**src/ks10Pkg.sv**
```systemverilog
/*
 * KS-10 console shared definitions
 * Control-ROM field layout, condition codes and APB register map
 */
package ks10Pkg;

   ////////////////////////////////////////
   // Control-ROM word layout
   ////////////////////////////////////////

   localparam int CromWidth     = 16;
   localparam int CromAddrWidth = 3;
   localparam int CondWidth     = 3;
   localparam int SpecSelWidth  = 2;

   // Bit positions, LSB first
   localparam int NextAddrLsb   = 0;
   localparam int CondSelLsb    = 3;
   localparam int SpecEnBit     = 6;
   localparam int SpecSelLsb    = 7;
   localparam int SetHaltBit    = 9;
   localparam int ClrHaltBit    = 10;
   localparam int ClrRunBit     = 11;
   localparam int ClrExecBit    = 12;
   localparam int ClrContBit    = 13;
   localparam int CountStepBit  = 14;

   // Special select code for the console flags
   localparam logic [SpecSelWidth-1:0] SpecSelCons = 2'd1;

   ////////////////////////////////////////
   // Microbranch conditions
   ////////////////////////////////////////

   localparam logic [CondWidth-1:0] CondAlways   = 3'd0;
   localparam logic [CondWidth-1:0] CondRunClear = 3'd1;
   localparam logic [CondWidth-1:0] CondHaltSw   = 3'd2;
   localparam logic [CondWidth-1:0] CondContSet  = 3'd3;
   localparam logic [CondWidth-1:0] CondExecSet  = 3'd4;
   // Running and not halted
   localparam logic [CondWidth-1:0] CondRunning  = 3'd5;

   ////////////////////////////////////////
   // APB register map
   ////////////////////////////////////////

   localparam logic [7:0] RegSwitch = 8'h00;
   localparam logic [7:0] RegStatus = 8'h04;
   localparam logic [7:0] RegSteps  = 8'h08;

   // Switch and status bit positions
   localparam int SwRun  = 0;
   localparam int SwCont = 1;
   localparam int SwExec = 2;
   localparam int SwHalt = 3;

endpackage

```
**src/controlRom.sv**
```systemverilog
/*
 * Control ROM
 * Eight fixed microwords, read combinationally
 */
`timescale 1ns/10ps

module controlRom
(
   input  logic [ks10Pkg::CromAddrWidth-1:0] addr,
   output logic [ks10Pkg::CromWidth-1:0]     data
);

   localparam int Width = ks10Pkg::CromWidth;
   localparam int Depth = 2 ** ks10Pkg::CromAddrWidth;

   // Next address and condition select of a microword
   function automatic logic [Width-1:0] seqField
   (
      input logic [ks10Pkg::CromAddrWidth-1:0] nextAddr,
      input logic [ks10Pkg::CondWidth-1:0]     cond
   );
      logic [Width-1:0] word;
      word = '0;
      word[ks10Pkg::NextAddrLsb +: ks10Pkg::CromAddrWidth] = nextAddr;
      word[ks10Pkg::CondSelLsb +: ks10Pkg::CondWidth]      = cond;
      return word;
   endfunction

   // Single control bit
   function automatic logic [Width-1:0] oneBit(input int pos);
      logic [Width-1:0] word;
      word = '0;
      word[pos] = 1'b1;
      return word;
   endfunction

   // Special field enabled, console selected
   localparam logic [Width-1:0] ConsSpec =
      oneBit(ks10Pkg::SpecEnBit) | (Width'(ks10Pkg::SpecSelCons) << ks10Pkg::SpecSelLsb);

   ////////////////////////////////////////
   // Microprogram
   ////////////////////////////////////////

   localparam logic [Width-1:0] MicroCode [0:Depth-1] = '{
      // 0: console sample, latch switches
      seqField(3'd1, ks10Pkg::CondAlways) | ConsSpec,
      // 1: idle
      seqField(3'd2, ks10Pkg::CondAlways),
      // 2: halt switch drops RUN
      seqField(3'd3, ks10Pkg::CondHaltSw) | ConsSpec | oneBit(ks10Pkg::ClrRunBit),
      // 3: RUN dropped, enter HALT
      seqField(3'd4, ks10Pkg::CondRunClear) | ConsSpec | oneBit(ks10Pkg::SetHaltBit),
      // 4: continue leaves HALT
      seqField(3'd5, ks10Pkg::CondContSet) | ConsSpec | oneBit(ks10Pkg::ClrHaltBit)
         | oneBit(ks10Pkg::ClrContBit),
      // 5: single step
      seqField(3'd6, ks10Pkg::CondExecSet) | ConsSpec | oneBit(ks10Pkg::ClrExecBit)
         | oneBit(ks10Pkg::CountStepBit),
      // 6: free-running step
      seqField(3'd7, ks10Pkg::CondRunning) | oneBit(ks10Pkg::CountStepBit),
      // 7: back to the top
      seqField(3'd0, ks10Pkg::CondAlways)
   };

   assign data = MicroCode[addr];

endmodule

```
**src/microSequencer.sv**
```systemverilog
/*
 * Microsequencer
 * Clock-enable divider, microaddress, condition test and step counter
 */
`timescale 1ns/10ps

module microSequencer
#(
   parameter int ClkDiv = 4
)
(
   input  logic                              clk,
   input  logic                              rst,
   input  logic                              consHalt,
   input  logic                              cpuRun,
   input  logic                              cpuCont,
   input  logic                              cpuExec,
   input  logic                              cpuHalt,
   input  logic [ks10Pkg::CromWidth-1:0]     romData,
   output logic [ks10Pkg::CromAddrWidth-1:0] romAddr,
   output logic [ks10Pkg::CromWidth-1:0]     crom,
   output logic                              clken,
   output logic                              swAck,
   output logic [31:0]                       steps
);

   localparam int DivWidth = (ClkDiv > 1) ? $clog2(ClkDiv) : 1;
   localparam logic [DivWidth-1:0] DivLast = DivWidth'(ClkDiv - 1);

   logic [DivWidth-1:0]           divCnt;
   logic [3:0]                    cpuFlags;
   logic [ks10Pkg::CondWidth-1:0] condSel;
   logic                          condTrue;
   logic                          haltReq;

   ////////////////////////////////////////
   // Clock enable
   ////////////////////////////////////////

   // One pulse every ClkDiv cycles
   always_ff @(posedge clk or posedge rst)
   begin
      if (rst)
      begin
         divCnt <= '0;
         clken  <= 1'b0;
      end
      else
      begin
         clken <= (divCnt == DivLast);
         if (divCnt == DivLast)
            divCnt <= '0;
         else
            divCnt <= divCnt + 1'b1;
      end
   end

   ////////////////////////////////////////
   // Condition test
   ////////////////////////////////////////

   assign cpuFlags[ks10Pkg::SwRun]  = cpuRun;
   assign cpuFlags[ks10Pkg::SwCont] = cpuCont;
   assign cpuFlags[ks10Pkg::SwExec] = cpuExec;
   assign cpuFlags[ks10Pkg::SwHalt] = cpuHalt;

   assign condSel = romData[ks10Pkg::CondSelLsb +: ks10Pkg::CondWidth];

   always_comb
   begin
      case (condSel)
         ks10Pkg::CondAlways:   condTrue = 1'b1;
         // RUN already dropped by a pending halt request
         ks10Pkg::CondRunClear: condTrue = ~cpuFlags[ks10Pkg::SwRun] & haltReq;
         ks10Pkg::CondHaltSw:   condTrue = haltReq;
         ks10Pkg::CondContSet:  condTrue = cpuFlags[ks10Pkg::SwCont];
         ks10Pkg::CondExecSet:  condTrue = cpuFlags[ks10Pkg::SwExec];
         ks10Pkg::CondRunning:
            condTrue = cpuFlags[ks10Pkg::SwRun] & ~cpuFlags[ks10Pkg::SwHalt];
         default:               condTrue = 1'b0;
      endcase
   end

   // False condition turns the word into a no-op
   assign crom = condTrue ? romData : '0;

   // Word 0 is the console sample
   assign swAck = clken & (romAddr == '0);

   ////////////////////////////////////////
   // Microaddress and step count
   ////////////////////////////////////////

   always_ff @(posedge clk or posedge rst)
   begin
      if (rst)
      begin
         romAddr <= '0;
         haltReq <= 1'b0;
         steps   <= '0;
      end
      else if (clken)
      begin
         // Sequencing ignores the condition
         romAddr <= romData[ks10Pkg::NextAddrLsb +: ks10Pkg::CromAddrWidth];
         // Halt switch kept for the rest of the loop
         if (swAck)
            haltReq <= consHalt;
         if (crom[ks10Pkg::CountStepBit])
            steps <= steps + 32'd1;
      end
   end

endmodule

```
**src/consoleStatus.sv**
```systemverilog
/*
 * Console status flags
 * RUN, CONT, EXEC and HALT flip-flops under the special-function field
 */
`timescale 1ns/10ps

module consoleStatus
(
   input  logic                          clk,
   input  logic                          rst,
   input  logic                          clken,
   input  logic [ks10Pkg::CromWidth-1:0] crom,
   input  logic                          consRun,
   input  logic                          consCont,
   input  logic                          consExec,
   output logic                          cpuRun,
   output logic                          cpuCont,
   output logic                          cpuExec,
   output logic                          cpuHalt
);

   logic consEn;

   // Special field decode, console select
   assign consEn = crom[ks10Pkg::SpecEnBit]
      & (crom[ks10Pkg::SpecSelLsb +: ks10Pkg::SpecSelWidth] == ks10Pkg::SpecSelCons);

   ////////////////////////////////////////
   // HALT flag
   ////////////////////////////////////////

   // Set wins over clear
   always_ff @(posedge clk or posedge rst)
   begin
      if (rst)
         cpuHalt <= 1'b0;
      else if (clken & consEn)
      begin
         if (crom[ks10Pkg::SetHaltBit])
            cpuHalt <= 1'b1;
         else if (crom[ks10Pkg::ClrHaltBit])
            cpuHalt <= 1'b0;
      end
   end

   ////////////////////////////////////////
   // Switch-driven flags
   ////////////////////////////////////////

   // Switch sets, microcode clears
   always_ff @(posedge clk or posedge rst)
   begin
      if (rst)
      begin
         cpuRun  <= 1'b0;
         cpuCont <= 1'b0;
         cpuExec <= 1'b0;
      end
      else if (clken & consEn)
      begin
         if (consRun)
            cpuRun <= 1'b1;
         else if (crom[ks10Pkg::ClrRunBit])
            cpuRun <= 1'b0;

         if (consCont)
            cpuCont <= 1'b1;
         else if (crom[ks10Pkg::ClrContBit])
            cpuCont <= 1'b0;

         if (consExec)
            cpuExec <= 1'b1;
         else if (crom[ks10Pkg::ClrExecBit])
            cpuExec <= 1'b0;
      end
   end

endmodule

```
**src/consoleRegs.sv**
```systemverilog
/*
 * Console register block
 * APB slave for switch pulses, status and step count
 */
`timescale 1ns/10ps

module consoleRegs
(
   input  logic        clk,
   input  logic        rst,
   // APB slave
   input  logic        PSEL,
   input  logic        PENABLE,
   input  logic        PWRITE,
   input  logic [7:0]  PADDR,
   input  logic [31:0] PWDATA,
   output logic [31:0] PRDATA,
   output logic        PREADY,
   output logic        PSLVERR,
   // Sequencer and status side
   input  logic        swAck,
   input  logic        cpuRun,
   input  logic        cpuCont,
   input  logic        cpuExec,
   input  logic        cpuHalt,
   input  logic [31:0] steps,
   output logic        consRun,
   output logic        consCont,
   output logic        consExec,
   output logic        consHalt
);

   logic        wrEn;
   logic        rdEn;
   logic [3:0]  swSet;
   logic [3:0]  swHeld;
   logic [31:0] statusWord;

   ////////////////////////////////////////
   // APB decode
   ////////////////////////////////////////

   // Access phase only, no wait states
   assign wrEn = PSEL & PENABLE & PWRITE;
   assign rdEn = PSEL & PENABLE & ~PWRITE;

   assign PREADY  = 1'b1;
   assign PSLVERR = 1'b0;

   // Bits written as one raise their switch
   assign swSet = (wrEn && (PADDR == ks10Pkg::RegSwitch)) ? PWDATA[3:0] : 4'b0;

   ////////////////////////////////////////
   // Held switches
   ////////////////////////////////////////

   // Cleared at the console sample, new writes still land
   always_ff @(posedge clk or posedge rst)
   begin
      if (rst)
         swHeld <= 4'b0;
      else
         swHeld <= (swAck ? 4'b0 : swHeld) | swSet;
   end

   assign consRun  = swHeld[ks10Pkg::SwRun];
   assign consCont = swHeld[ks10Pkg::SwCont];
   assign consExec = swHeld[ks10Pkg::SwExec];
   assign consHalt = swHeld[ks10Pkg::SwHalt];

   ////////////////////////////////////////
   // Read path
   ////////////////////////////////////////

   // Status in the switch bit layout
   always_comb
   begin
      statusWord = 32'b0;
      statusWord[ks10Pkg::SwRun]  = cpuRun;
      statusWord[ks10Pkg::SwCont] = cpuCont;
      statusWord[ks10Pkg::SwExec] = cpuExec;
      statusWord[ks10Pkg::SwHalt] = cpuHalt;
   end

   // Zero outside a read access
   always_comb
   begin
      PRDATA = 32'b0;
      if (rdEn)
      begin
         case (PADDR)
            ks10Pkg::RegStatus: PRDATA = statusWord;
            ks10Pkg::RegSteps:  PRDATA = steps;
            default:            PRDATA = 32'b0;
         endcase
      end
   end

endmodule

```
**src/ks10Console.sv**
```systemverilog
/*
 * KS-10 console subsystem top level
 * APB registers, microsequencer, control ROM and status flags
 */
`timescale 1ns/10ps

module ks10Console
#(
   parameter int ClkDiv = 4
)
(
   input  logic        clk,
   input  logic        rst,
   input  logic        PSEL,
   input  logic        PENABLE,
   input  logic        PWRITE,
   input  logic [7:0]  PADDR,
   input  logic [31:0] PWDATA,
   output logic [31:0] PRDATA,
   output logic        PREADY,
   output logic        PSLVERR
);

   // Switch pulses and acknowledge
   logic consRun;
   logic consCont;
   logic consExec;
   logic consHalt;
   logic swAck;

   // Status flags
   logic cpuRun;
   logic cpuCont;
   logic cpuExec;
   logic cpuHalt;

   // Microcode path
   logic [ks10Pkg::CromAddrWidth-1:0] romAddr;
   logic [ks10Pkg::CromWidth-1:0]     romData;
   logic [ks10Pkg::CromWidth-1:0]     crom;
   logic                              clken;
   logic [31:0]                       steps;

   consoleRegs consoleRegs_inst (
      .clk(clk), .rst(rst),
      .PSEL(PSEL), .PENABLE(PENABLE), .PWRITE(PWRITE), .PADDR(PADDR), .PWDATA(PWDATA),
      .PRDATA(PRDATA), .PREADY(PREADY), .PSLVERR(PSLVERR),
      .swAck(swAck), .cpuRun(cpuRun), .cpuCont(cpuCont), .cpuExec(cpuExec),
      .cpuHalt(cpuHalt), .steps(steps),
      .consRun(consRun), .consCont(consCont), .consExec(consExec), .consHalt(consHalt)
   );

   microSequencer #(.ClkDiv(ClkDiv)) microSequencer_inst (
      .clk(clk), .rst(rst), .consHalt(consHalt),
      .cpuRun(cpuRun), .cpuCont(cpuCont), .cpuExec(cpuExec), .cpuHalt(cpuHalt),
      .romData(romData), .romAddr(romAddr), .crom(crom), .clken(clken),
      .swAck(swAck), .steps(steps)
   );

   controlRom controlRom_inst (.addr(romAddr), .data(romData));

   consoleStatus consoleStatus_inst (
      .clk(clk), .rst(rst), .clken(clken), .crom(crom),
      .consRun(consRun), .consCont(consCont), .consExec(consExec),
      .cpuRun(cpuRun), .cpuCont(cpuCont), .cpuExec(cpuExec), .cpuHalt(cpuHalt)
   );

endmodule

```
**config.mk**
```make
export PLATFORM = sky130hd
export DESIGN_NAME = ks10Console
export DESIGN_NICKNAME = d
export VERILOG_FILES = /design/src/ks10Pkg.sv /design/src/controlRom.sv /design/src/microSequencer.sv /design/src/consoleStatus.sv /design/src/consoleRegs.sv /design/src/ks10Console.sv
export SDC_FILE = /design/constraint.sdc
export NUM_CORES = 1
export LEC_CHECK = 0
export BUFFER_PORTS_ARGS = -buffer_cell sky130_fd_sc_hd__clkbuf_2
export CORE_UTILIZATION = 40
export CTS_CLUSTER_SIZE = 30
export DETAILED_ROUTE_END_ITERATION = 10
export GPL_TIMING_DRIVEN = 0
export PLACE_DENSITY = 0.67
export SLEW_MARGIN = 10
export SYNTH_ARGS = -nofsm -noshare
export SYNTH_HDL_FRONTEND = slang
export SYNTH_SLANG_ARGS = --single-unit
export TNS_END_PERCENT = 50
```
**constraint.sdc**
```tcl
create_clock -name clk -period 6.2 [get_ports clk]
set_clock_uncertainty 0.05 [all_clocks]
set_input_delay 1.24 -clock clk [delete_from_list [all_inputs] [get_ports clk]]
set_output_delay 1.24 -clock clk [all_outputs]
set_load 0.01 [all_outputs]
```
==> impl_metrics.json <==
{
  "cts_buffer_depth": 2,
  "synth_top_area_share_pct": 43.84,
  "detailroute.via_count": 2154,
  "part_of_the_yosys_area_used_for_sequential_elements_pct": 43.84,
  "maxClockFrequency_mhz": 232.3,
  "wire_length_of_the_first_global_routing_pass_um": 9873,
  "buffer_ports.inserted": 48,
  "routedWlPerCell_um": 14.13,
  "worstSetupPathType": "in -> out",
  "worstSetupEndpointType": "output pin",
  "grt_pass1_vias": 2114,
  "tritoncts_clock_tree": "done",
  "syn_nets": 325,
  "synthesis.yosys.warnings": 0,
  "layout-area-overhead-vs-synth_pct": 16.51,
  "reg2reg_to": "microSequencer_inst.steps[5]$_DFFE_PP0P_",
  "total_negative_setup_slack_ns": 0,
  "critPathLaunch": "PADDR[1]",
  "detailed_router_iteration_count_before_antenna_repair": 8,
  "max-slew-margin-rel_pct": 45.89,
  "timing.final.crit_period_ns": 4.304,
  "avg_vias_per_cell": 5.305,
  "cts.htree.levels": 2,
  "mappedNetlistArea_mm2": 0.002683,
  "worst-endpoint-required_ns": 4.91,
  "worstMarginPinSlew_ns": 0.8004,
  "post-route-period-util_pct": 69.42,
  "antenna_found_initial": 0,
  "synthTopCellsByCount": "47 x sky130_fd_sc_hd__dfrtp_1, 31 x sky130_fd_sc_hd__xor2_1, 28 x sky130_fd_sc_hd__and2_1",
  "die-width_um": 83.89,
  "post_synth_main_area_contributors": "sky130_fd_sc_hd__dfrtp_1 44%, sky130_fd_sc_hd__xor2_1 10%, sky130_fd_sc_hd__and2_1 6.5%, sky130_fd_sc_hd__ha_1 3.7%, sky130_fd_sc_hd__nand2_1 3.1%",
  "core.rowCount": 29,
  "dieArea_mm2": 0.007038,
  "fp.coreArea_mm2": 0.006422,
  "die_h_um": 83.89,
  "clock_latency_ns": 0.29,
  "synth_area_per_cell_um2": 9.862,
  "fillers": 604,
  "setup_failing_eps_final": 0,
  "failing_checks": "DRC",
  "worst_setup_hold_path_clk_slew_ns": 0.08,
  "fin_area_mm2": 0.003126,
  "yosysTopAreaCell": "sky130_fd_sc_hd__dfrtp_1",
  "first_iter_violations": 93,
  "run_status": "complete, but fails checks",
  "gr-usage-all-layers_pct": 17.27,
  "vdd.ir_drop.worst_v": 0.0001240,
  "num_antenna_cells": 0,
  "final_max_slew_viol_count": 0,
  "ys_async_sr_fraction_pct": 100.0,
  "hold_path.startpoint": "microSequencer_inst.divCnt[0]$_DFF_PP0_",
  "fin_nets": 381,
  "ctsRootBufferMaster": "sky130_fd_sc_hd__clkbuf_8",
  "final_antenna_net_count": 0,
  "grt-ovfl-total": 0,
  "num_cts_buffers": 5,
  "globalplace.congestion": 0.8374,
  "flop_to_flop_setup_slack_ns": 3.46,
  "worst-r2r-cell-count": 8,
  "detail_route.drc_violations": 6,
  "io-pin-count": 79,
  "cts-hold-fix-buffers": 0,
  "total_wire_length_um": 5735,
  "hold_class": "reg -> reg",
  "ys_types": 44,
  "pwr_density_cell_mw_per_mm2": 160.9,
  "syn_inst": 272,
  "placedInstanceArea_mm2": 0.003039,
  "hpwl_um": 4293,
  "crit-reg2reg-launch": "microSequencer_inst.romAddr[0]$_DFFE_PP0P_",
  "start_util_pct": 41.77,
  "setup.worst_path.end": "PRDATA[30]",
  "post_cts.resized_instances": 0,
  "finalHoldViolCount": 0,
  "postSynthRegisterBits": 47,
  "synthFlopType": "sky130_fd_sc_hd__dfrtp_1",
  "synth_enable_flop_cells": 0,
  "grt_max_degree": 29,
  "layout-drive-gt1-share_pct": 21.88,
  "clkSinkCount": 47,
  "synthMostInstantiatedCell": "sky130_fd_sc_hd__dfrtp_1",
  "rsz0062_at_grt": "false",
  "critPathMaxFanout": 10,
  "power_leakage_nw": 1.593,
  "worst-endpoint-arrival_ns": 3.01,
  "start_kind": "input pin",
  "cts_setup_buffers": 0,
  "max-cap-violations": 0
}
-- cell families after synthesis --
family / after synthesis / share of synthesized area, %
XOR/XNOR: 31 / 10.12
other: 2 / 0.2800
flip-flops: 47 / 43.84
adder cells (fa/ha/maj): 8 / 3.731
AND/OR/NAND/NOR: 137 / 28.82
AO/OA/AOI/OAI: 23 / 6.903
multiplexers: 5 / 2.145
buffers and inverters: 19 / 4.151
-- layout make-up --
type                    instances  area, um^2  area share (%)
clock buffers                   7       76.32           2.442
inverters                       6       22.52          0.7206
repair buffers                 49       260.3           8.327
flip-flops and latches         47        1176           37.63
plain buffers                  13       88.84           2.842
multi-input cells             206        1400           44.80
well taps                      77       96.34           3.082
clock inverters                 1       5.005          0.1601
-- sequential cells by signal, summed over array words and instances (netlist names) --
name and flops:
consoleStatus_inst.cpuRun 1, consoleStatus_inst.cpuExec 1, consoleRegs_inst.swHeld 4, microSequencer_inst.steps 32, microSequencer_inst.haltReq 1, consoleStatus_inst.cpuHalt 1, microSequencer_inst.divCnt 2, microSequencer_inst.romAddr 3
consoleStatus_inst.cpuCont 1, microSequencer_inst.clken 1
-- per-stage QoR --
step / worst slack (ns) / util [%] / power [W] / hold slack (ns) / std cells
6_report: 1.896 / 48.67 / 0.0005030 / 0.3795 / 406
4_1_cts: 1.417 / 48.59 / 0.0005088 / 0.3825 / 406
5_1_grt: 1.617 / 48.67 / 0.0005214 / 0.4166 / 406
2_1_floorplan: 2.332 / - / 0.0003224 / 0.3531 / 272
3_3_place_gp: 1.465 / 47.01 / 0.0003300 / 0.3633 / 397
3_5_place_dp: 1.429 / 47.32 / 0.0003320 / 0.3708 / 398
-- cells in the final DEF (no fill, tap or decap), types with 3 or more instances in the layout --
cell / Yosys / routed
sky130_fd_sc_hd__ha_1: 8 / 8
sky130_fd_sc_hd__clkbuf_8: 1 / 6
sky130_fd_sc_hd__clkbuf_1: 7 / 9
sky130_fd_sc_hd__inv_1: 6 / 5
sky130_fd_sc_hd__nor2b_1: 3 / 3
sky130_fd_sc_hd__buf_6: 3 / 3
sky130_fd_sc_hd__nor2_1: 13 / 13
sky130_fd_sc_hd__nand4_1: 9 / 9
sky130_fd_sc_hd__a22oi_1: 4 / 4
sky130_fd_sc_hd__nor4b_1: 4 / 4
sky130_fd_sc_hd__xor2_1: 31 / 31
sky130_fd_sc_hd__nor3_1: 11 / 11
sky130_fd_sc_hd__and2_1: 28 / 28
sky130_fd_sc_hd__and3_1: 4 / 4
sky130_fd_sc_hd__a21oi_1: 3 / 3
sky130_fd_sc_hd__clkbuf_2: 0 / 48
sky130_fd_sc_hd__dfrtp_1: 47 / 47
sky130_fd_sc_hd__nand2_1: 22 / 22
sky130_fd_sc_hd__nand3_1: 12 / 12
sky130_fd_sc_hd__a22o_1: 6 / 6
sky130_fd_sc_hd__nor4_1: 13 / 13
-- layer usage --
layer  vias up  GRT usage [%]  part of all wire, %  routed length, um
met5         -              0                    0                  0
met2        41          29.36                   49               2834
met4         0          2.978                 0.49                 28
met3         5          3.264                  3.4                193
met1      1047          23.18                   47               2679
li1       1061              -                    -                  -
-- critical path, cell delays in order --
cell and delay, ns:
sky130_fd_sc_hd__clkbuf_2 0.08, sky130_fd_sc_hd__nor4_1 0.25, sky130_fd_sc_hd__nand4_1 0.18, sky130_fd_sc_hd__nor3b_2 0.60
sky130_fd_sc_hd__clkbuf_1 0.32, sky130_fd_sc_hd__and2_1 0.20, sky130_fd_sc_hd__clkbuf_2 0.13
-- power by group --
part	leakage [nW]	total, W	switching (W)	internal, W
sequential	0.647	0.000307	0.000000462	0.000307
clock	0.0422	0.000178	0.0000984	0.0000793
combinational	0.904	0.0000182	0.0000107	0.00000754
total	1.59	0.000503	0.000109	0.000394
-- how the worst min path moves through the flow --
stage,to,slack (ns),cells after the start
final,microSequencer_inst.divCnt[0]$_DFF_PP0_,0.38,1
after global routing,microSequencer_inst.divCnt[0]$_DFF_PP0_,0.42,1
after CTS,microSequencer_inst.divCnt[0]$_DFF_PP0_,0.38,1
after detailed placement,microSequencer_inst.divCnt[0]$_DFF_PP0_,0.37,1
after global placement,microSequencer_inst.divCnt[0]$_DFF_PP0_,0.36,1
after floorplan,microSequencer_inst.divCnt[0]$_DFF_PP0_,0.35,1
No activity file was read; power rests on OpenSTA's default activity.
